### src/logic/harness_pkg.sv
// -------------------------------------------------------------------------
// Shared widths, memory map and boot image of the SoC test harness.
// Imported by every RTL block and read by the testbench for its
// ROM and exit-code model.
// -------------------------------------------------------------------------

package harness_pkg;

  // -------------------------------------------------------------------------
  // Bus widths
  // -------------------------------------------------------------------------
  localparam int unsigned AddrWidth = 32;
  localparam int unsigned DataWidth = 64;
  localparam int unsigned StrbWidth = DataWidth / 8;

  typedef logic [AddrWidth-1:0] addr_t;
  typedef logic [DataWidth-1:0] data_t;
  typedef logic [StrbWidth-1:0] strb_t;

  // -------------------------------------------------------------------------
  // Memory map
  // -------------------------------------------------------------------------
  localparam addr_t       RomBase  = 32'h0001_0000;
  localparam int unsigned RomWords = 8;

  // Fixed boot code, one 64-bit word per entry
  localparam data_t BootImage [RomWords] = '{
    64'h0000_0513_0000_0297,
    64'h0182_b283_0105_0593,
    64'h0002_8067_f140_2573,
    64'h1050_0073_0000_0013,
    64'hffdf_f06f_0000_0013,
    64'h0000_0000_8000_0000,
    64'hdead_beef_cafe_f00d,
    64'h0123_4567_89ab_cdef
  };

  localparam addr_t SramBase = 32'h8000_0000;
  localparam addr_t ExitAddr = SramBase + 32'h0000_0100;  // Also a normal SRAM word

  // Decoded target of a bus request
  typedef enum logic [1:0] {
    REGION_ROM,
    REGION_SRAM,
    REGION_ERR
  } region_e;

  // Top level defaults
  localparam int unsigned DefaultNumWords       = 1024;
  localparam int unsigned DefaultDbgDelayCycles = 500;
  localparam int unsigned DefaultNrHarts        = 2;

endpackage

### src/logic/exit_monitor.sv
// -------------------------------------------------------------------------
// Captures the program's exit code. The first SRAM write to the exit
// address is latched and flagged valid until the next reset.
// -------------------------------------------------------------------------

`timescale 1ns/100ps

module exit_monitor (
  input  logic               clk_i,
  input  logic               rst_ni,
  input  logic               req_i,
  input  logic               we_i,
  input  harness_pkg::addr_t addr_i,
  input  harness_pkg::data_t wdata_i,
  output harness_pkg::data_t exit_o,
  output logic               exit_valid_o
);

  import harness_pkg::*;

  logic  exit_hit;
  logic  done_q;   // Sticky, code already captured
  data_t code_q;

  assign exit_hit = req_i && we_i && (addr_i == ExitAddr);

  always_ff @(posedge clk_i or negedge rst_ni) begin
    if (!rst_ni) begin
      done_q <= 1'b0;
      code_q <= '0;
    end else if (exit_hit && !done_q) begin
      done_q <= 1'b1;
      code_q <= wdata_i;
    end
  end

  assign exit_o       = code_q;
  assign exit_valid_o = done_q;

  a_exit_sticky: assert property (@(posedge clk_i) disable iff (!rst_ni)
    exit_valid_o |=> exit_valid_o && $stable(exit_o));

endmodule

### config.mk
export PLATFORM = sky130hd
export DESIGN_NAME = exit_monitor
export DESIGN_NICKNAME = d
export VERILOG_FILES = /design/src/logic/harness_pkg.sv /design/src/logic/exit_monitor.sv
export SDC_FILE = /design/constraint.sdc
export NUM_CORES = 1
export LEC_CHECK = 0
export BUFFER_PORTS_ARGS = -buffer_cell sky130_fd_sc_hd__buf_2
export CORE_ASPECT_RATIO = 0.6
export CORE_UTILIZATION = 38
export CTS_CLUSTER_DIAMETER = 80
export DETAILED_ROUTE_END_ITERATION = 12
export MAX_ROUTING_LAYER = met4
export PLACE_DENSITY_LB_ADDON = 0.08
export SYNTH_ARGS = -nofsm -noshare
export SYNTH_HDL_FRONTEND = slang
export SYNTH_SLANG_ARGS = --single-unit
export TNS_END_PERCENT = 5
### constraint.sdc
create_clock -name clk_i -period 1.75 [get_ports clk_i]
set_input_delay 0.175 -clock clk_i [delete_from_list [all_inputs] [get_ports clk_i]]
set_output_delay 0.175 -clock clk_i [all_outputs]
set_load 0.005 [all_outputs]
# After elaboration in Yosys (flattened, before gate mapping)
# Index checks and enable logic that the tools add are counted.
dict set report totals {
  reg_bits 65
  inputBits 100
  out_inout_bits 65
}
dict set report op_classes {
  reduce_logical 4
  n_eq_ne 1
}
# op n
set ops {}
lappend ops {{$eq A32 B32 Y1 const B} 1}
lappend ops {{$logic_and A1 B1 Y1} 3}
lappend ops {{$logic_not A1 Y1} 1}

# Longest topological paths before layout
dict set report depth {
  word_depth 3
  depth_mapped 6
  ltp_nobuf 4
}

# Worst setup path before layout
# Ideal clock, no wire load.
dict set report synth_path {
  kind {reg-to-reg}
  start {register done_q, in the netlist exit_valid_o}
  end {register code_q[10], in the netlist exit_o[10]}
  setup_slack_ns 0.024
  t_arrival_ns 1.598
  stages_incl_launch_ff 7
  period_less_slack_ns 1.726
  setup_ns 0.127
  path_cell_list {dfrtp_1 -> nor4b_1 -> nand4_1 -> nor3_2 -> buf_4 -> buf_6 -> mux2_1}
}
dict set report synth_via {
  elab_chain_len 2
}
# element line
set synth_rtl {}
lappend synth_rtl {{from (decl)} exit_monitor.sv:22} ;# logic done_q;
lappend synth_rtl {{from (signal assigned)} exit_monitor.sv:29} ;# done_q <= 1'b0;
lappend synth_rtl {{from (signal assigned)} exit_monitor.sv:32} ;# done_q <= 1'b1;
lappend synth_rtl {{$logic_not A1 Y1} exit_monitor.sv:31} ;# end else if (exit_hit && !done_q) begin
lappend synth_rtl {{$logic_and A1 B1 Y1} exit_monitor.sv:31}
lappend synth_rtl {{to (signal assigned)} exit_monitor.sv:33} ;# code_q <= wdata_i;
lappend synth_rtl {{to (decl)} exit_monitor.sv:23} ;# data_t code_q;
# Every way passes these cells.
# A chain may end at the register's enable or synchronous reset.

# Final worst setup path
dict set report layout_path {
  start {register done_q, in the netlist exit_valid_o}
  end {register code_q[62], in the netlist exit_o[62]}
}
# The elaborated chain is that of the path after synthesis.

==> impl_metrics.csv <==
group,metric,value,unit
sta,rsz0062_at_grt,"true",
floorplan,floorplan.initialDensity,40.2,%
routing,dr.pass1.iters,4,
finish,num_antenna_cells,0,
sta,worstMarginPinSlew,0.355,ns
yosys,ys.warnings.count,0,
sta,fin_crit_sh,102,%
pwr,total_power,3.18,mW
status,status,"finished with violations",
global_routing,grt_pass1_vias,1943,
cts,clockBufferDepth,2,
global_routing,grt_usage,19.0,%
pwr,p_per_area,823,mW/mm2
yosys,avgSynthCellArea,16.7,um2
sta,period_needed,1.79,ns
routing,finalWirelength,6350,um
finish,layout_common_cells,"buf_2 (164), dfrtp_1 (65), mux2_1 (33)",
placed_design,place_area,0.00344,mm2
finish,drive_gt1_share,66.6,%
yosys,synthCells,150,
sta,max_slew_margin,76.0,%
yosys,synth.net_count,250,
finish,nNetsFinal,427,
routing,drc_errors,0,
finish,mostFrequentLayoutCell,"buf_2",
floorplan,die_w,107,um
setup_path,crit_fanout,17,
setup_path,worst_setup_path_end_kind,"flop",
cts,insertion_delay,0.33,ns
setup_path,crit_arrival,2.00,ns
placed_design,hpwl,4380,um
sta,finalSetupViolCount,60,
hold_path,hold_path_class,"in -> reg",
yosys,syn-cell-area,0.00251,mm2
finish,final_area,0.00387,mm2
status,failed_checks,"setup timing",
cts,cts_tree,"done",
finish,area_growth,54.0,%
sta,max_freq,0.560,GHz
setup_path,worstSetupStartpointType,"flop",
run,max_cap_violations,0,
cts,clockRootBuffer,"clkbuf_8",
placed_design,dpl.cell_count,395,
cts,cts_buffers,9,
sta,skew,0.00599,ns
placed_design,gp_congestion,0.664,
routing,drtIter0Drc,42,
yosys,yosysSeqAreaShare,64.7,%
setup_path,crit_type,"reg -> reg",
yosys,yosysUniqueCellTypes,14,
pwr,vdd_drop_max,432,uV
cts,clkSinkCount,65,
yosys,synth-seq-cells,65,
routing,via_per_inst,4.64,
sta,setup_ws,-0.0371,ns
global_routing,grt_max_degree,66,
routing,wl_per_cell,15.3,um
global_routing,gr-total-overflow,0,
global_routing,antenna_found_initial,0,
global_routing,grt_pass1_wl,9460,um
cts,path_clk_slew,0.07,ns
floorplan,fp.dieH,65.0,um
pwr,leakage,2.30,nW
sta,slew_viol_final,0,
placed_design,portBuffers,164,
floorplan,pin_count,165,
finish,layoutNonFillerInstCount,416,
sta,hold_ws,0.0588,ns
floorplan,rows,22,
floorplan,core-area,0.00625,mm2
routing,final_antenna_net_count,0,
floorplan,die-area,0.00695,mm2
sta,final-hold-violation-count,0,
routing,vias,1930,
cts,ctsHtreeMaxLevel,3,
setup_path,cp.required,1.96,ns
[final timing paths]
check | from | endpoint | slack [ns] | depth (start not counted)
worst max-delay path | exit_valid_o$_DFFE_PN0P_ | exit_o[62]$_DFFE_PN0P_ | -0.04 | 6
max in group asynchronous | rst_ni | exit_o[52]$_DFFE_PN0P_ | 1.08 | 3
min in group asynchronous | rst_ni | exit_o[28]$_DFFE_PN0P_ | 0.39 | 3
worst min-delay path | wdata_i[50] | exit_o[50]$_DFFE_PN0P_ | 0.06 | 2
worst max register to register | exit_valid_o$_DFFE_PN0P_ | exit_o[62]$_DFFE_PN0P_ | -0.04 | 6
worst min register to register | exit_o[12]$_DFFE_PN0P_ | exit_o[12]$_DFFE_PN0P_ | 0.48 | 1
[worst max-delay path: stages, from the launching register on]
cell and delay, ns:
dfrtp_1 0.39, nor4b_2 0.23, nand4_1 0.19, nor3_4 0.19, buf_6 0.16, buf_12 0.17, mux2_2 0.35
[stage by stage]
step / setup slack, ns / utilization (%) / TNS [ns]
after CTS: -0.0377 / 60.0 / -0.610
after global placement: -0.115 / 55.1 / -6.50
after detailed placement: -0.191 / 55.1 / -10.99
after global routing: -0.126 / 61.9 / -6.89
after floorplan: 0.0244 / - / 0
final: -0.0371 / 61.9 / -1.12
[cell type report]
type | count | area, um2
timing repair buffer | 173 | 977
clock inverter | 5 | 103
tap | 84 | 105
multi-input combinational | 78 | 916
sequential | 65 | 1630
fill | 523 | 2380
clock buffer | 11 | 141
[cells in the mapped netlist, drive strengths merged]
| cell type | n | area share (%) |
|---|---|---|
| buf | 7 | 2.7 |
| dfrtp | 65 | 65 |
| mux2 | 64 | 29 |
| nand2 | 1 | 0.15 |
| nand3 | 1 | 0.20 |
| nand4 | 1 | 0.25 |
| nor3 | 2 | 0.60 |
| nor4 | 4 | 1.0 |
| nor4b | 4 | 1.4 |
| or2 | 1 | 0.25 |
[report_power, final]
group | internal, mW | switching [mW] | leakage, nW
clock | 0.984 | 0.547 | 0.120
combinational | 0.0885 | 0.0617 | 1.27
sequential | 1.50 | 0.00000000277 | 0.909
[timing repair]
| item | CTS | global route |
|---|---|---|
| hold buffers | 1 | 0 |
| cloned | 1 | 1 |
| pin swaps | 1 | 0 |
| resized for setup | 3 | 24 |
| setup buffers | 2 | 0 |
| endpoints found under the hold margin | 65 | 0 |
| endpoints found under the setup margin | 64 | 64 |
[per-layer routing]
layer | share of wire (%) | vias to the layer above | wire, um | global-route usage (%)
met1 | 45 | 948 | 2870 | 23.3
met2 | 47 | 88 | 2970 | 30.4
li1 | - | 888 | - | -
met5 | 0 | - | 0 | -
met3 | 7.4 | 6 | 471 | 6.04
met4 | 0.65 | 0 | 41 | 5.65
[sequential cells by signal (all words and copies together), names as in the netlist]
| name | count |
|---|---|
| exit_o | 64 |
| exit_valid_o | 1 |
[cell families after synthesis]
family | after synthesis | synth area share [%]
flops | 65 | 64.7
buf+inv | 7 | 2.74
simple gates | 14 | 3.83
mux | 64 | 28.7
No activity file was read; power rests on OpenSTA's default activity.
