File: src/logic/harness_pkg.sv
// -------------------------------------------------------------------------
// Shared widths, memory map and boot image of the SoC test harness.
// Imported by every RTL block and read by the testbench for its
// ROM and exit-code model.
// -------------------------------------------------------------------------

package harness_pkg;

  // -------------------------------------------------------------------------
  // Bus widths
  // -------------------------------------------------------------------------
  localparam int unsigned AddrWidth = 32;
  localparam int unsigned DataWidth = 64;
  localparam int unsigned StrbWidth = DataWidth / 8;

  typedef logic [AddrWidth-1:0] addr_t;
  typedef logic [DataWidth-1:0] data_t;
  typedef logic [StrbWidth-1:0] strb_t;

  // -------------------------------------------------------------------------
  // Memory map
  // -------------------------------------------------------------------------
  localparam addr_t       RomBase  = 32'h0001_0000;
  localparam int unsigned RomWords = 8;

  // Fixed boot code, one 64-bit word per entry
  localparam data_t BootImage [RomWords] = '{
    64'h0000_0513_0000_0297,
    64'h0182_b283_0105_0593,
    64'h0002_8067_f140_2573,
    64'h1050_0073_0000_0013,
    64'hffdf_f06f_0000_0013,
    64'h0000_0000_8000_0000,
    64'hdead_beef_cafe_f00d,
    64'h0123_4567_89ab_cdef
  };

  localparam addr_t SramBase = 32'h8000_0000;
  localparam addr_t ExitAddr = SramBase + 32'h0000_0100;  // Also a normal SRAM word

  // Decoded target of a bus request
  typedef enum logic [1:0] {
    REGION_ROM,
    REGION_SRAM,
    REGION_ERR
  } region_e;

  // Top level defaults
  localparam int unsigned DefaultNumWords       = 1024;
  localparam int unsigned DefaultDbgDelayCycles = 500;
  localparam int unsigned DefaultNrHarts        = 2;

endpackage

File: src/logic/bus_demux.sv
// -------------------------------------------------------------------------
// Address demultiplexer of the harness memory bus. Decodes each request
// to ROM, SRAM or error, raises the matching select strobe and answers
// every request exactly one cycle later.
// -------------------------------------------------------------------------

`timescale 1ns/100ps

module bus_demux #(
  parameter int unsigned NumWords = harness_pkg::DefaultNumWords
) (
  input  logic               clk_i,
  input  logic               rst_ni,
  input  logic               req_i,
  input  logic               we_i,
  input  harness_pkg::addr_t addr_i,
  input  harness_pkg::data_t rom_rdata_i,
  input  harness_pkg::data_t sram_rdata_i,
  output logic               rom_req_o,
  output logic               sram_req_o,
  output logic               rvalid_o,
  output logic               err_o,
  output harness_pkg::data_t rdata_o
);

  import harness_pkg::*;

  localparam addr_t RomEnd  = RomBase + addr_t'(RomWords * StrbWidth);
  localparam addr_t SramEnd = SramBase + addr_t'(NumWords * StrbWidth);

  region_e region;
  logic    err;
  region_e rsel_q;    // Source of read data for the response in flight
  logic    rvalid_q;
  logic    err_q;

  // -------------------------------------------------------------------------
  // Decode
  // -------------------------------------------------------------------------
  always_comb begin
    if (addr_i >= RomBase && addr_i < RomEnd) begin
      region = REGION_ROM;
    end else if (addr_i >= SramBase && addr_i < SramEnd) begin
      region = REGION_SRAM;
    end else begin
      region = REGION_ERR;
    end
  end

  // ROM is read only
  assign err = (region == REGION_ERR) || (region == REGION_ROM && we_i);

  assign rom_req_o  = req_i && (region == REGION_ROM) && !we_i;
  assign sram_req_o = req_i && (region == REGION_SRAM);

  // -------------------------------------------------------------------------
  // Response stage
  // -------------------------------------------------------------------------
  always_ff @(posedge clk_i or negedge rst_ni) begin
    if (!rst_ni) begin
      rvalid_q <= 1'b0;
      err_q    <= 1'b0;
      rsel_q   <= REGION_ERR;
    end else begin
      rvalid_q <= req_i;
      err_q    <= req_i && err;
      // Writes, errors and idle cycles return zero data
      rsel_q   <= (req_i && !we_i && !err) ? region : REGION_ERR;
    end
  end

  always_comb begin
    case (rsel_q)
      REGION_ROM:  rdata_o = rom_rdata_i;
      REGION_SRAM: rdata_o = sram_rdata_i;
      default:     rdata_o = '0;
    endcase
  end

  assign rvalid_o = rvalid_q;
  assign err_o    = err_q;

  a_one_target: assert property (@(posedge clk_i) disable iff (!rst_ni)
    !(rom_req_o && sram_req_o));

endmodule

File: config.mk
export PLATFORM = sky130hd
export DESIGN_NAME = bus_demux
export DESIGN_NICKNAME = d
export VERILOG_FILES = /design/src/logic/harness_pkg.sv /design/src/logic/bus_demux.sv
export SDC_FILE = /design/constraint.sdc
export NUM_CORES = 1
export LEC_CHECK = 0
export BUFFER_PORTS_ARGS = -buffer_cell sky130_fd_sc_hd__buf_2
export CAP_MARGIN = 40
export CELL_PAD_IN_SITES_DETAIL_PLACEMENT = 1
export CELL_PAD_IN_SITES_GLOBAL_PLACEMENT = 1
export CORE_ASPECT_RATIO = 0.6
export CORE_UTILIZATION = 14
export CTS_CLUSTER_DIAMETER = 30
export DETAILED_ROUTE_END_ITERATION = 10
export PLACE_DENSITY = 0.89
export SLEW_MARGIN = 20
export SYNTH_ARGS = -nofsm -noshare
export SYNTH_HDL_FRONTEND = slang
export SYNTH_SLANG_ARGS = --single-unit
export TNS_END_PERCENT = 50
File: constraint.sdc
create_clock -name clk_i -period 2.1 [get_ports clk_i]
set_input_delay 0.42 -clock clk_i [delete_from_list [all_inputs] [get_ports clk_i]]
set_output_delay 0.42 -clock clk_i [all_outputs]
set_load 0.1 [all_outputs]
# Yosys cells after proc, flatten, opt, wreduce, memory -nomap -nowiden
# Index checks and enable logic that the tools add are counted.
# totals
reg_bits	4
input_bits	164
output_inout_bits	68
word_cells	28
# op_classes
magnitude_cmp	4
eq_ne	3
n_mux	4
reduce_logical	14
# ops
cell	n
$pmux 64 s2	1
$ge 32x17->1 const B	1
$ge 32x32->1 const B	1
$lt 32x17->1 const B	1
$lt 32x32->1 const B	1
$logic_and 1x1->1	9
$mux 2	3
$eq 2x1->1 const B	2
$logic_not 2->1	2
$eq 2x2->1 const B	1
$logic_not 1->1	2
$logic_or 1x1->1	1

# Depth between registers and ports, before layout
# Gate-level depths: netlist (run 1).
# depth
word_depth	10
mapped_depth	4
mapped_depth_nobuf	4

# Worst setup path before layout (run 1)
# Ideal clock, no wire load.
# synth_path
kind	input -> output
from	in addr_i[30]
to	out rom_req_o
t_arrival_ns	2.451
t_required_ns	1.680
setup_slack_ns	-0.771
stages	4
n_path_buf	0
cell_sequence	nor4_1 > nand3_1 > or3_4 > nor2_1
# synth_between
elab_chain_cells	7
elab_cells_between_ends	11
cone_classes	order compare (4); mux (2); reduce/logical (5)
# synth_lines
item	line_no	text
from (decl)	bus_demux.sv:16	input harness_pkg::addr_t addr_i,
$ge 32x32->1 / $lt 32x32->1 (equally long branches)	bus_demux.sv:43	end else if (addr_i >= SramBase && addr_i < SramEnd) begin
$logic_and 1x1->1	bus_demux.sv:43	
$mux 2	bus_demux.sv:43	
$mux 2 (*)	bus_demux.sv:41	if (addr_i >= RomBase && addr_i < RomEnd) begin
$logic_not 2->1 (*)	bus_demux.sv:53	assign rom_req_o = req_i && (region == REGION_ROM) && !we_i;
$logic_and 1x1->1 (*) (2 in series)	bus_demux.sv:53	
to (decl)	bus_demux.sv:19	output logic rom_req_o,
# Mark *: on every way between the ends. The rest lies on a longest branch, timed or not.

# Final worst setup path (run 1)
# layout_path
from	in addr_i[18]
to	out sram_req_o
# layout_between
elab_chain_cells	6
elab_cells_between_ends	10
cone_classes	order compare (4); eq/ne (1); mux (2); reduce/logical (3)
# layout_lines
item	line_no	text
$ge 32x32->1 / $lt 32x32->1 (equally long branches)	bus_demux.sv:43	
$logic_and 1x1->1	bus_demux.sv:43	
$mux 2	bus_demux.sv:43	
$mux 2 (*)	bus_demux.sv:41	
$eq 2x1->1 (*)	bus_demux.sv:54	assign sram_req_o = req_i && (region == REGION_SRAM);
$logic_and 1x1->1 (*)	bus_demux.sv:54	
to (decl)	bus_demux.sv:20	output logic sram_req_o,
# Marked as above.

==> results of run 1 <==
[state kept, by name (all words and copies together) (netlist names)]
signal and flops:
rsel_q 2, rvalid_o 1, err_o 1
[worst max-delay path, cell delays in order]
cell     delay, ns
buf_6         0.10
nor4_4        0.27
nand2_1       0.10
or3_4         0.42
nor2_4        0.15
buf_12        0.18
[cell families after synthesis]
group / count (synthesis)
flip-flops: 4
AND/OR/NAND/NOR: 81
AO/OA/AOI/OAI: 2
buffers and inverters: 15
multiplexers: 64
[power by group]
part           internal, mW  switching [mW]  total, mW  leakage [nW]
sequential           0.0796        0.000554     0.0802        0.0458
combinational         0.134          0.0916      0.225          1.26
clock                 0.251          0.0543      0.305        0.0382
[through the flow]
step | setup TNS [ns] | utilization (%) | instance area (sq um) | std cells
after floorplan | -14.06 | - | 1240 | 166
after global placement | -0.0335 | 33.1 | 2630 | 490
after detailed placement | -0.0317 | 33.1 | 2630 | 490
after CTS | -0.0169 | 34.4 | 2740 | 495
after global routing | 0 | 35.6 | 2830 | 495
final | 0 | 35.6 | 2830 | 495
[cell usage in the layout (no fill, tap or decap), types with 3 or more instances in the layout]
master	n
buf_2	188
buf_4	5
nor2_2	31
mux2i_1	64
buf_6	3
nor2_1	36
buf_12	10
clkbuf_16	3
clkbuf_4	24
[metal layers]
metal  routed length [microns]  vias up
li1                          -     1011
met1                      2470      936
met2                      3470       95
met3                       440        6
met4                        60        0
met5                         0        -
[what timing repair did]
action / in CTS / in global routing
pin swaps: 0 / 5
setup buffers: 0 / 0
resized for setup: 5 / 29
hold buffers: 1 / 0
endpoints found under the setup margin: 28 / 26
hold endpoints to repair: 3 / 0
[final timing paths]
| path | from | end | slack, ns | cells after the start |
|---|---|---|---|---|
| min in group asynchronous | rst_ni | rsel_q[0] | 0.54 | 2 |
| setup / recovery | addr_i[18] | sram_req_o | 0.03 | 6 |
| hold / removal | req_i | rvalid_o | 0.32 | 1 |
| max in group asynchronous | rst_ni | rsel_q[1] | 1.35 | 2 |
[layout make-up]
class                   instances  area [sq um]
multi-input cells             147          1100
inverters                       1          3.75
clock buffers                   4          78.8
well taps                     108           135
repair buffers                231          1400
flip-flops and latches          4           105
fillers                      1031          5110
==> metrics.txt, run 1 <==
PnR Total Power 0.611 mW; core outline area 7950 sq um; post-synthesis async set-or-reset flop share 100%; # H-tree levels 1; post-synthesis compound-gate area fraction 1.41%; count leader, synth nor2_1; combinational family with the most area after synthesis multiplexers; final slew viol count 0; Ys Warns 0; TritonRoute pass-1 iters 2; routed length per instance 13.0 microns; WP data required 1.68 ns; largest net degree at the start of global routing 65; largest cells by area after synthesis mux2i_1, nor2_1, dfrtp_1, buf_2, clkbuf_1; Main synth FF type dfrtp_1; DR iter-0 viols 15; I/O Pins 232; Cells after Synth 166; Setup WS pre-CTS -0.0317 ns; die height 72.4 microns; Synth cell types 16; Commonest cells post-synth nor2_1, mux2i_1, buf_2, clkbuf_1, nor4_1; vias in the first global route 2045; RSZ-0062 raised after global routing false; Post-Syn Area per Cell 6.97 sq um; layout cells sized above 1 70.0%; Rows 25; GRT Total Usage 13.4%; clk slew on worst S/H paths 0.03 ns; slack of the critical path 0.0339 ns; final WL 6450 microns; Final GP Congestion 0.713; max-cap violation count 0; grt total ovfl 0; TritonCTS Sinks 4; Num CTS Buffers 3; endpoint class of the critical path output pin; M1 GR Usage 15.3%; number of synthesized register bits 4; Final Cycle Share 98.4%; critical path type in -> out; top cell type's share of synthesized area 55.4%; hold crit path type in -> reg; adder-cell area share of the yosys netlist 0%; met3 GRT Util 2.12%; Startpoint Class primary input; post-synthesis xor/xnor area fraction 0%; CTS tree yes; measured slew at the worst slew-check pin 0.502 ns; Slew Limit Headroom 66.7%; Nets 552; sequential element share of the synthesized area 8.76%; Peak Freq 0.484 GHz; Max VDD drop 0.255 mV; final hold violation count 0; outcome completed; leakage 1.34 nW; DR DRC count 0; detailed placement HPWL 5520 microns; root buf cell clkbuf_16; CP max FO 3; first-pass GRT wire length 9530 microns; busiest grt layer met2; post-route antenna net violation count 0; IO Port Bufs 225; Final setup viols 0; die width 119 microns; vias 2048; Area Overhead vs Synth 145%; Post-Synth Simple-Gate Area 28.9%; multiplexer share of the synthesized area 55.4%; Arr. time, crit path 1.65 ns; min cycle time layout 2.07 ns; initial antenna violation count 0; Initial Utilization 14.6%; DR vias/cell 4.14; clk buf depth 2; mapped cell area 1160 sq um; post-synth top area cell mux2i_1; post-synthesis net count 330; PD cells 216 nW/um^2; Antenna diodes 0; GRT met2 Usage 26.1%; hold slack 0.320 ns; Die ar. 8650 sq um; Post-synth EDFFs 0
Note: power is estimated with default switching activity, not from simulation.
==> run 2: changes to the inputs <==
Settings changed: CTS_BUF_LIST set to sky130_fd_sc_hd__clkbuf_4.
Clock period 2.1 ns to 2.31 ns, I/O delays scaled along.
==> run 2 against run 1 <==
Compared with the run above:
- count of clock-buffer cells in the layout is the same
- wire length shrank 3.1%
- total power shrank 38%
- worst hold slack lost 0.30 ns
- via count shrank 0.44%
- sequential power shrank 9.5%
- clock power shrank 65%
- die area is the same
- non-clock buffer count shrank 4
- combinational power shrank 12%
- critical path depth shrank 2
==> metrics.txt, run 2 (same netlist as run 1, synthesis figures left out) <==
Antenna diodes 0; clk buf depth 2; Die ar. 8650 sq um; Arr. time, crit path 1.78 ns; Max VDD drop 0.0753 mV; DR iter-0 viols 21; Biggest register rsel_q; Slew Limit Headroom 67.0%; clk slew on worst S/H paths 0.05 ns; first-pass GRT wire length 9320 microns; Area Overhead vs Synth 121%; detailed placement HPWL 5430 microns; measured slew at the worst slew-check pin 0.499 ns; root buf cell clkbuf_4; PnR Total Power 0.379 mW; CP max FO 64; WP data required 1.85 ns; max reg flops 2; I/O Pins 232; Rows 25; crit path launch rsel_q[0]; leakage 1.30 nW; Startpoint Class flip-flop; min cycle time layout 2.24 ns; outcome completed; Peak Freq 0.447 GHz; IO Port Bufs 225; Final setup viols 0; die height 72.4 microns; PD cells 148 nW/um^2; Nets 548; Initial Utilization 14.6%; core outline area 7950 sq um; final slew viol count 0; cts hold-fix bufs 0; largest net degree at the start of global routing 65; layout cells sized above 1 70.0%; max-cap violation count 0; post-route antenna net violation count 0; hold slack 0.0178 ns; die width 119 microns; Num CTS Buffers 3; RSZ-0062 raised after global routing false; post-CTS setup repair buffer count 0; initial antenna violation count 0; FF+latch area 105 sq um; hold crit path type in -> async; Final Cycle Share 96.9%; most common cell after layout, fill and taps aside buf_2; DR vias/cell 4.15; TritonCTS Sinks 4; GRT Total Usage 13.0%; vias in the first global route 2057; routed length per instance 12.7 microns; # H-tree levels 1; CTS tree yes; endpoint class of the critical path output pin; final hold violation count 0; final WL 6240 microns; area occupied by multi-input gates 1080 sq um; critical path type reg -> out; DR DRC count 0; fillcell total 1053; TritonRoute pass-1 iters 4; grt total ovfl 0; Resize count post-CTS 0; most frequent cells in the layout buf_2, mux2i_1, nor2_1; Final GP Congestion 0.721; vias 2039
==> run 2: changes by cell type in the layout (fill, tap and decap cells not counted), sizes merged <==
cell         previous run  this run
clkbuf                 28         5
buf                   206       226
dlygate4sd3             1         0
==> run 2: per-stage QoR <==
step	cells	setup WS [ns]	instance area, sq um	util, %	setup TNS (ns)
after global routing	491	0.0000643	2560	32.2	0
final	491	0.0708	2560	32.2	0
after floorplan	166	-0.278	1240	-	-8.39
after global placement	487	0.0813	2520	31.7	0
after CTS	491	0.0505	2550	32.1	0
after detailed placement	487	0.0705	2520	31.7	0
==> run 2: critical path: stages, from the launching register on <==
cell     delay [ns]
dfrtp_4        0.41
buf_12         0.35
mux2i_1        0.16
nor2_1         0.11
buf_2          0.44
==> run 2: routing by layer <==
metal,global-route usage (%),vias up,part of all wire (%)
li1,-,1001,-
met1,14.1,931,37
met2,26.8,101,54
met3,2.04,6,7.5
met4,3.06,0,0.98
met5,0,-,0
==> run 2: power breakdown <==
part	internal (mW)	switching (mW)	total, mW
Sequential	0.0722	0.000440	0.0726
Combinational	0.118	0.0805	0.198
Clock	0.0767	0.0313	0.108
==> run 2: worst max-delay path by stage <==
stage / to / cells after the start
CTS: rdata_o[42] / 4
finish: rdata_o[5] / 4
floorplan: rdata_o[40] / 4
global placement: rom_req_o / 6
detailed placement: rom_req_o / 6
global route: rdata_o[49] / 4
==> run 2: layout make-up <==
type / count / share of cell area [%]
Multi-Input combinational cell: 147 / 42.4
Tap cell: 108 / 5.28
Inverter: 1 / 0.147
Sequential cell: 4 / 4.11
Timing Repair Buffer: 227 / 46.9
Clock buffer: 4 / 1.17
