==> config.mk <==
export PLATFORM = sky130hd
export DESIGN_NAME = boot_rom
export DESIGN_NICKNAME = d
export VERILOG_FILES = /design/src/logic/harness_pkg.sv /design/src/logic/boot_rom.sv
export SDC_FILE = /design/constraint.sdc
export NUM_CORES = 1
export LEC_CHECK = 0
export ABC_AREA = 1
export BUFFER_PORTS_ARGS = -buffer_cell sky130_fd_sc_hd__buf_2
export CORE_MARGIN = 10
export CORE_UTILIZATION = 37
export DETAILED_ROUTE_END_ITERATION = 6
export PLACE_DENSITY = 0.75
export SYNTH_ARGS = -nofsm -noshare
export SYNTH_HDL_FRONTEND = slang
export SYNTH_SLANG_ARGS = --single-unit
==> constraint.sdc <==
create_clock -name clk_i -period 0.99 [get_ports clk_i]
set_input_delay 0.1485 -clock clk_i [delete_from_list [all_inputs] [get_ports clk_i]]
set_output_delay 0.1485 -clock clk_i [all_outputs]
set_load 0.005 [all_outputs]
==> src/logic/harness_pkg.sv <==
// -------------------------------------------------------------------------
// Shared widths, memory map and boot image of the SoC test harness.
// Imported by every RTL block and read by the testbench for its
// ROM and exit-code model.
// -------------------------------------------------------------------------

package harness_pkg;

  // -------------------------------------------------------------------------
  // Bus widths
  // -------------------------------------------------------------------------
  localparam int unsigned AddrWidth = 32;
  localparam int unsigned DataWidth = 64;
  localparam int unsigned StrbWidth = DataWidth / 8;

  typedef logic [AddrWidth-1:0] addr_t;
  typedef logic [DataWidth-1:0] data_t;
  typedef logic [StrbWidth-1:0] strb_t;

  // -------------------------------------------------------------------------
  // Memory map
  // -------------------------------------------------------------------------
  localparam addr_t       RomBase  = 32'h0001_0000;
  localparam int unsigned RomWords = 8;

  // Fixed boot code, one 64-bit word per entry
  localparam data_t BootImage [RomWords] = '{
    64'h0000_0513_0000_0297,
    64'h0182_b283_0105_0593,
    64'h0002_8067_f140_2573,
    64'h1050_0073_0000_0013,
    64'hffdf_f06f_0000_0013,
    64'h0000_0000_8000_0000,
    64'hdead_beef_cafe_f00d,
    64'h0123_4567_89ab_cdef
  };

  localparam addr_t SramBase = 32'h8000_0000;
  localparam addr_t ExitAddr = SramBase + 32'h0000_0100;  // Also a normal SRAM word

  // Decoded target of a bus request
  typedef enum logic [1:0] {
    REGION_ROM,
    REGION_SRAM,
    REGION_ERR
  } region_e;

  // Top level defaults
  localparam int unsigned DefaultNumWords       = 1024;
  localparam int unsigned DefaultDbgDelayCycles = 500;
  localparam int unsigned DefaultNrHarts        = 2;

endpackage

==> src/logic/boot_rom.sv <==
// -------------------------------------------------------------------------
// Read-only boot memory holding the fixed boot image. Read data is
// registered on a request and held otherwise.
// -------------------------------------------------------------------------

`timescale 1ns/100ps

module boot_rom (
  input  logic               clk_i,
  input  logic               req_i,
  input  harness_pkg::addr_t addr_i,
  output harness_pkg::data_t rdata_o
);

  import harness_pkg::*;

  localparam int unsigned OffWidth = $clog2(StrbWidth);
  localparam int unsigned IdxWidth = $clog2(RomWords);

  logic [IdxWidth-1:0] word_idx;
  data_t               rdata_q;

  // Upper address bits wrap around the image
  assign word_idx = addr_i[OffWidth +: IdxWidth];

  always_ff @(posedge clk_i) begin
    if (req_i) begin
      rdata_q <= BootImage[word_idx];
    end
  end

  assign rdata_o = rdata_q;

endmodule

# After elaboration in Yosys (flattened, before gate mapping)
# Memory sizes are Yosys's and may differ from the RTL's. A register that Yosys moved wholly into a read port is not among the register bits.
# Index checks and enable logic that the tools add are counted.
op_classes:
  bitwise: 1
ops:
  columns: ["operator", "n"]
  rows:
  - ["3-bit inverter with 4-bit output", 1]
totals:
  mem_bits_ro: 512
  wordCells: 2
  mem_count: 1
  register_bits: 0
  input_bits: 34
memory_table:
  columns: ["name", "words", "width", "read_ports", "rd_ports_with_merged_regs", "write_ports", "line_no", "text"]
  rows:
  - ["(name not given)", 8, 64, 1, 1, 0, "boot_rom.sv:28", "rdata_q <= BootImage[word_idx];"]

# Longest topological paths before layout
# Gate-level depths: netlist of run 1.
logic_depth:
  depth_word: 1
  mapped_depth: 5
  depth_no_buf: 5

# Worst setup path after synthesis of run 1
# No wires, ideal clock.
synth_path:
  kind: "input port to flip-flop"
  start: "in addr_i[3]"
  end: "reg rdata_q[56] (netlist: rdata_o[56]) (data pin)"
  t_arrival_ns: 0.681
  path_slack_ns: 0.053
  path_buffers: 0
  path_stages: 5
  required_ns: 0.733
  path_cell_list: "inv_1 -> ha_1 -> inv_1 -> nand2_1 -> nand2_1"
synth_via:
  elab_chain_cells: 1
synth_lines:
  columns: ["element", "line_no", "text"]
  rows:
  - ["start: declaration", "boot_rom.sv:11", "input harness_pkg::addr_t addr_i,"]
  - ["3-bit inverter with 4-bit output (not written as such)", "boot_rom.sv:28", null]
  - ["end: declaration", "boot_rom.sv:21", "data_t rdata_q;"]
# Every way passes these cells.

==> results of run 1 <==
[metrics by stage]
step | cell area (sq um) | setup slack (ns) | instances
2_1_floorplan | 1420 | 0.0526 | 120
5_1_grt | 1740 | -0.138 | 221
6_report | 1740 | -0.0600 | 221
4_1_cts | 1740 | -0.0786 | 221
3_3_place_gp | 1660 | -0.129 | 213
3_5_place_dp | 1660 | -0.130 | 213
[area by class of cell]
| class | instances | area share (%) |
|---|---|---|
| inverter | 14 | 3.02 |
| clock inverter | 2 | 0.504 |
| timing repair buffer | 80 | 25.6 |
| tap | 48 | 3.45 |
| sequential | 30 | 51.8 |
| clock buffer | 6 | 4.17 |
| multi-input combinational | 41 | 11.4 |
[power groups by stage]
stage          clock network [mW]  logic [mW]  registers, mW
6_report                    0.892       0.426           1.56
5_1_grt                     0.989       0.473           1.58
4_1_cts                     0.917       0.441           1.57
3_5_place_dp                    0       0.440           1.59
3_3_place_gp                    0       0.435           1.59
2_1_floorplan                   0       0.244           1.62
[placed cells by master, fill, tap and decap left out]
cell type,instances
buf_12,1
buf_2,67
buf_4,12
clkbuf_1,1
clkbuf_8,5
clkinv_1,1
clkinv_2,1
conb_1,1
edfxtp_1,30
ha_1,5
inv_1,14
nand2_1,33
nor2_1,1
o21ai_0,1
[routing by layer]
layer	track usage, %	part of all wire [%]	vias to the layer above
li1	-	-	446
met1	6.20	30	390
met2	13.0	43	56
met3	5.68	25	4
met4	3.06	1.3	0
met5	0	0	-
[cell families after synthesis]
| family | share of synthesized area, % |
|---|---|
| buffers and inverters | 22.5 |
| and+or+nand+nor | 8.99 |
| DFF | 63.5 |
| adders and majority gates | 4.41 |
| AOI/OAI and AO/OA | 0.352 |
| other | 0.264 |
[final timing paths]
check	to	slack, ns
hold / removal	rdata_o[31]	0.20
setup / recovery	rdata_o[3]	-0.06
[repair_timing]
item / 4_1_cts / 5_1_grt
pin swaps: 0 / 0
setup endpoints to repair: 21 / 38
gates resized for setup: 0 / 0
==> impl_summary.log, run 1 <==
[metrics] share of the yosys chip area belonging to registers: 63.5%
[metrics] count of buffer and inverter cells on the critical path: 1
[metrics] async set or reset register ratio after synthesis: 0%
[metrics] fill cell total of the finished layout: 334
[metrics] classification of the worst-slack hold path: in2reg
[metrics] final worst setup slack: -0.0600 ns
[metrics] Final Hold Vio Count: 0
[metrics] Pleak: 0.922 nW
[metrics] total number of clock tree sinks: 30
[metrics] max-cap viol count: 0
[metrics] synthesized cell area: 1420 sq um
[metrics] Hold Path Stages: 3
[metrics] die outline height: 81.9 microns
[metrics] flip-flop count of the largest register, all copies and words added: 30
[metrics] violations in the final reports: negative setup slack
[metrics] share of post-route cells with drive strength above 1: 49.7%
[metrics] RePlAce Congestion: 0.743
[metrics] sequential power share: 54.3%
[metrics] H-tree level count: 2
[metrics] synthesized instance count: 120
[metrics] final total power: 2.88 mW
[metrics] Setup-failing EPs final: 17
[metrics] full die area: 6710 sq um
[metrics] smallest hold slack: 0.202 ns
[metrics] minimum period implied by the final worst setup slack: 1.05 ns
[metrics] Worst-path clk slew: 0.06 ns
[metrics] area of all sequential standard cells: 901 sq um
[metrics] outcome: complete, but fails checks
[metrics] post-synthesis register bit count: 30
[metrics] Global Route Usage Sum: 7.45%
[metrics] number of standard-cell rows in the floorplan: 22
[metrics] utilization after layout: 47.2%
[metrics] highest attainable clock frequency: 952 MHz
[metrics] Post-CTS Setup Repair Bufs: 0
[metrics] Final Cycle Share: 106%
[metrics] hold path startpoint: addr_i[4]
[metrics] remaining global-route overflow: 0
[metrics] first-pass GRT wire length: 3.71 mm
[metrics] area growth from synthesis to layout: 22.6%
[metrics] P_sw: 0.665 mW
[metrics] setup tns final: -0.830 ns
[metrics] power per unit of standard cell area: 1660 nW/um^2
[metrics] area used by multi-input combinational logic: 199 sq um
[metrics] number of nets still failing antenna checks after routing: 0
[metrics] combinational fraction of design power: 14.8%
[metrics] IO Port Bufs: 67
[metrics] total number of vias: 896
[metrics] most common cell in the netlist: buf_4
[metrics] cell types with the largest area share after synthesis: edfxtp_1, buf_4, nand2_1, ha_1, inv_1
[metrics] net count reported at finish: 211
[metrics] highest ir drop seen on vdd: 443 uV
[metrics] diodes inserted: 0
[metrics] number of buffers created by CTS: 5
[metrics] number of top-level pins: 98
[metrics] cell class contributing the biggest share of worst-path delay: flip-flops
[metrics] Sw Ratio: 23.1%
[metrics] detail-routed via count per cell: 4.05
[metrics] number of iterations in the first detailed-routing pass: 2
[metrics] largest net degree at the start of global routing: 31
[metrics] number of global-route vias before repair: 823
[metrics] DP HPWL: 2.15 mm
[metrics] Critical Setup Path Class: reg2out
[metrics] Critical Path Source: rdata_o[53]
[metrics] post-synth net total: 159
[metrics] mean cell area of the mapped netlist: 11.8 sq um
[metrics] remaining routing DRC violations: 0
[metrics] Max clock buf depth: 2
[metrics] largest stage delay on the critical path: 0.46 ns
[metrics] share of the synthesized area in the top cell type: 63.5%
[metrics] proportion of power drawn by the clock network: 31.0%
[metrics] type of origin of the critical path: flip-flop
[metrics] depth of the critical timing path with buffers and inverters included: 1
[metrics] type of destination of the critical path: output pin
[metrics] starting DRC count in detailed routing: 36
[metrics] cell taking the most area after synthesis: edfxtp_1
[metrics] YS warnings: 0
[metrics] clock tree from TritonCTS: yes
[metrics] cts-stage hold buffer count: 0
[metrics] overall die width: 81.9 microns
[metrics] final-report max-slew violation count: 0
[metrics] cell breakdown of the critical path: buf_2
[metrics] unique cell type count in the Yosys netlist: 9
[metrics] ranking of synthesized cells by instance count: buf_4, nand2_1, edfxtp_1, inv_1, ha_1
[metrics] starting density of the core: 38.5%
[metrics] signal arrival time at the worst endpoint: 0.90 ns
[metrics] ys flop type: edfxtp_1
[metrics] unrepaired setup endpoints after global routing: true
[metrics] internal power contribution: 2.22 mW
[metrics] area of the placeable core: 3690 sq um
[metrics] drt total wl: 2.62 mm
[metrics] cell with the largest stage delay on the worst path: edfxtp_1
[metrics] maximum fanout encountered on the critical timing path: 9
[metrics] initial antenna violation count: 0
[metrics] drt wl/cell: 11.8 microns
[metrics] Required @ worst endpoint: 0.84 ns
[metrics] number of enable flip-flop cells after synthesis: 30
[metrics] Clock Root Buffer: clkbuf_8
(Power assumes the default switching activity.)
==> run 2: changes to the inputs <==
ABC_AREA = unset   (was 1)
BUFFER_PORTS_ARGS = -buffer_cell sky130_fd_sc_hd__buf_4   (was -buffer_cell sky130_fd_sc_hd__buf_2)
PLACE_DENSITY = 0.74   (was 0.75)
==> impl_summary.log, run 2 <==
[metrics] RePlAce Congestion: 0.693
[metrics] cell types with the largest area share after synthesis: edfxtp_1, buf_4, ha_1, nand2b_1, nand2_1
[metrics] number of placed instances, taps included: 191
[metrics] clock tree from TritonCTS: yes
[metrics] final-report max-slew violation count: 0
[metrics] full die area: 6830 sq um
[metrics] number of nets still failing antenna checks after routing: 0
[metrics] mean cell area of the mapped netlist: 13.3 sq um
[metrics] cell taking the most area after synthesis: edfxtp_1
[metrics] detail-routed via count per cell: 4.23
[metrics] net count reported at finish: 192
[metrics] H-tree level count: 2
[metrics] YS warnings: 0
[metrics] final worst setup slack: -0.113 ns
[metrics] outcome: complete, but fails checks
[metrics] die outline height: 82.7 microns
[metrics] power per unit of standard cell area: 1540 nW/um^2
[metrics] Setup-failing EPs final: 36
[metrics] largest net degree at the start of global routing: 31
[metrics] area growth from synthesis to layout: 39.4%
[metrics] remaining routing DRC violations: 0
[metrics] synthesized instance count: 109
[metrics] classification of the worst-slack hold path: in2reg
[metrics] ys flop type: edfxtp_1
[metrics] max-cap viol count: 0
[metrics] Worst-path clk slew: 0.06 ns
[metrics] initial antenna violation count: 0
[metrics] async set or reset register ratio after synthesis: 0%
[metrics] violations in the final reports: negative setup slack
[metrics] most common cell in the netlist: buf_4
[metrics] total number of clock tree sinks: 30
[metrics] drt total wl: 2.80 mm
[metrics] number of global-route vias before repair: 795
[metrics] flip-flop count of the largest register, all copies and words added: 30
[metrics] Critical Setup Path Class: reg2out
[metrics] starting density of the core: 39.1%
[metrics] unique cell type count in the Yosys netlist: 18
[metrics] unrepaired setup endpoints after global routing: true
[metrics] first-pass GRT wire length: 3.84 mm
[metrics] total number of vias: 854
[metrics] Final Cycle Share: 111%
[metrics] Pleak: 0.924 nW
[metrics] DP HPWL: 2.13 mm
[metrics] minimum period implied by the final worst setup slack: 1.10 ns
[metrics] Clock Root Buffer: clkbuf_8
[metrics] post-synthesis register bit count: 30
[metrics] remaining global-route overflow: 0
[metrics] type of origin of the critical path: flip-flop
[metrics] number of top-level pins: 98
[metrics] signal arrival time at the worst endpoint: 0.95 ns
[metrics] most frequent cells in the layout: buf_6, buf_4, edfxtp_1, nand2_1, nand2b_1
[metrics] number of buffers created by CTS: 5
[metrics] number of iterations in the first detailed-routing pass: 4
[metrics] Global Route Usage Sum: 7.68%
[metrics] share of the synthesized area in the top cell type: 62.0%
[metrics] Cell Count, Final, Fillers Out: 202
[metrics] number of standard-cell rows in the floorplan: 22
[metrics] share of post-route cells with drive strength above 1: 51.9%
[metrics] post-synth net total: 148
[metrics] overall die width: 82.7 microns
[metrics] starting DRC count in detailed routing: 33
[metrics] synthesized cell area: 1450 sq um
[metrics] highest ir drop seen on vdd: 509 uV
[metrics] share of the yosys chip area belonging to registers: 62.0%
[metrics] type of destination of the critical path: output pin
[metrics] Max clock buf depth: 2
[metrics] area of the placeable core: 3720 sq um
[metrics] highest attainable clock frequency: 907 MHz
[metrics] number of enable flip-flop cells after synthesis: 30
[metrics] Required @ worst endpoint: 0.84 ns
[metrics] ranking of synthesized cells by instance count: buf_4, edfxtp_1, nand2_1, nand2b_1, ha_1
[metrics] leading cell type in the layout, fill and taps excluded: buf_6
[metrics] IO Port Bufs: 67
[metrics] diodes inserted: 0
[metrics] final total power: 3.12 mW
[metrics] Final Hold Vio Count: 0
[metrics] drt wl/cell: 13.9 microns
[metrics] maximum fanout encountered on the critical timing path: 5
## run 2: changes by cell type after synthesis, sizes merged, moves of 2 or more
cell / before / now
and2: 0 / 3
a21o: 0 / 2
nor2b: 0 / 2
and2b: 0 / 2
o21a: 0 / 3
inv: 14 / 4
nand2: 33 / 9
nand2b: 0 / 7
## run 2: per-layer routing
layer | part of all wire (%) | wire [microns] | GRT usage (%)
met5 | 0 | 0 | 0
met4 | 2.7 | 76 | 6.02
met3 | 22 | 609 | 4.64
met2 | 49 | 1370 | 13.8
met1 | 26 | 739 | 5.66
## run 2: area by class of cell
type	instances	area, sq um
well taps	48	60.1
flip-flops and latches	30	901
multi-input cells	39	259
inverters	4	15.0
repair buffers	73	709
fillers	312	1690
clock inverters	2	8.76
clock buffers	6	72.6
## run 2: critical path, stage by stage, from the launching register on
cell,delay (ns)
edfxtp_1,0.41
buf_6,0.16
buf_6,0.11
## run 2: logic make-up after synthesis
logic type / after synthesis / share of synthesized area (%)
flops: 30 / 62.0
compound gates: 7 / 3.27
xor+xnor: 1 / 0.603
other cells: 1 / 0.258
fa+ha+maj: 5 / 4.31
simple gates: 25 / 9.39
buf+inv: 40 / 20.2
## run 2: worst paths after layout
check,start,cells after the start,to,slack (ns)
setup / recovery,rdata_o[53],2,rdata_o[21],-0.11
hold / removal,addr_i[4],2,rdata_o[38],0.19
## run 2: metrics by stage
stage | utilization (%) | hold WS, ns | TNS (ns) | instance area, sq um | setup WS [ns]
2_1_floorplan | - | 0.261 | 0 | 1450 | 0.00477
3_3_place_gp | 47.4 | 0.468 | -1.47 | 1760 | -0.153
5_1_grt | 54.5 | 0.199 | -3.93 | 2030 | -0.147
6_report | 54.5 | 0.186 | -2.37 | 2030 | -0.113
4_1_cts | 53.0 | 0.177 | -2.67 | 1970 | -0.107
3_5_place_dp | 47.4 | 0.474 | -1.82 | 1760 | -0.183
## run 2: what timing repair did
item,in CTS,in global routing
resized for setup,30,15
setup endpoints to repair,36,41
hold buffers,0,0
buffers inserted,3,0
## run 2: power by group
| group | internal, mW | switching [mW] | leakage (nW) |
|---|---|---|---|
| combinational | 0.402 | 0.232 | 0.590 |
| sequential | 1.53 | 0.0590 | 0.291 |
| clock | 0.481 | 0.411 | 0.0426 |
| total | 2.41 | 0.703 | 0.924 |
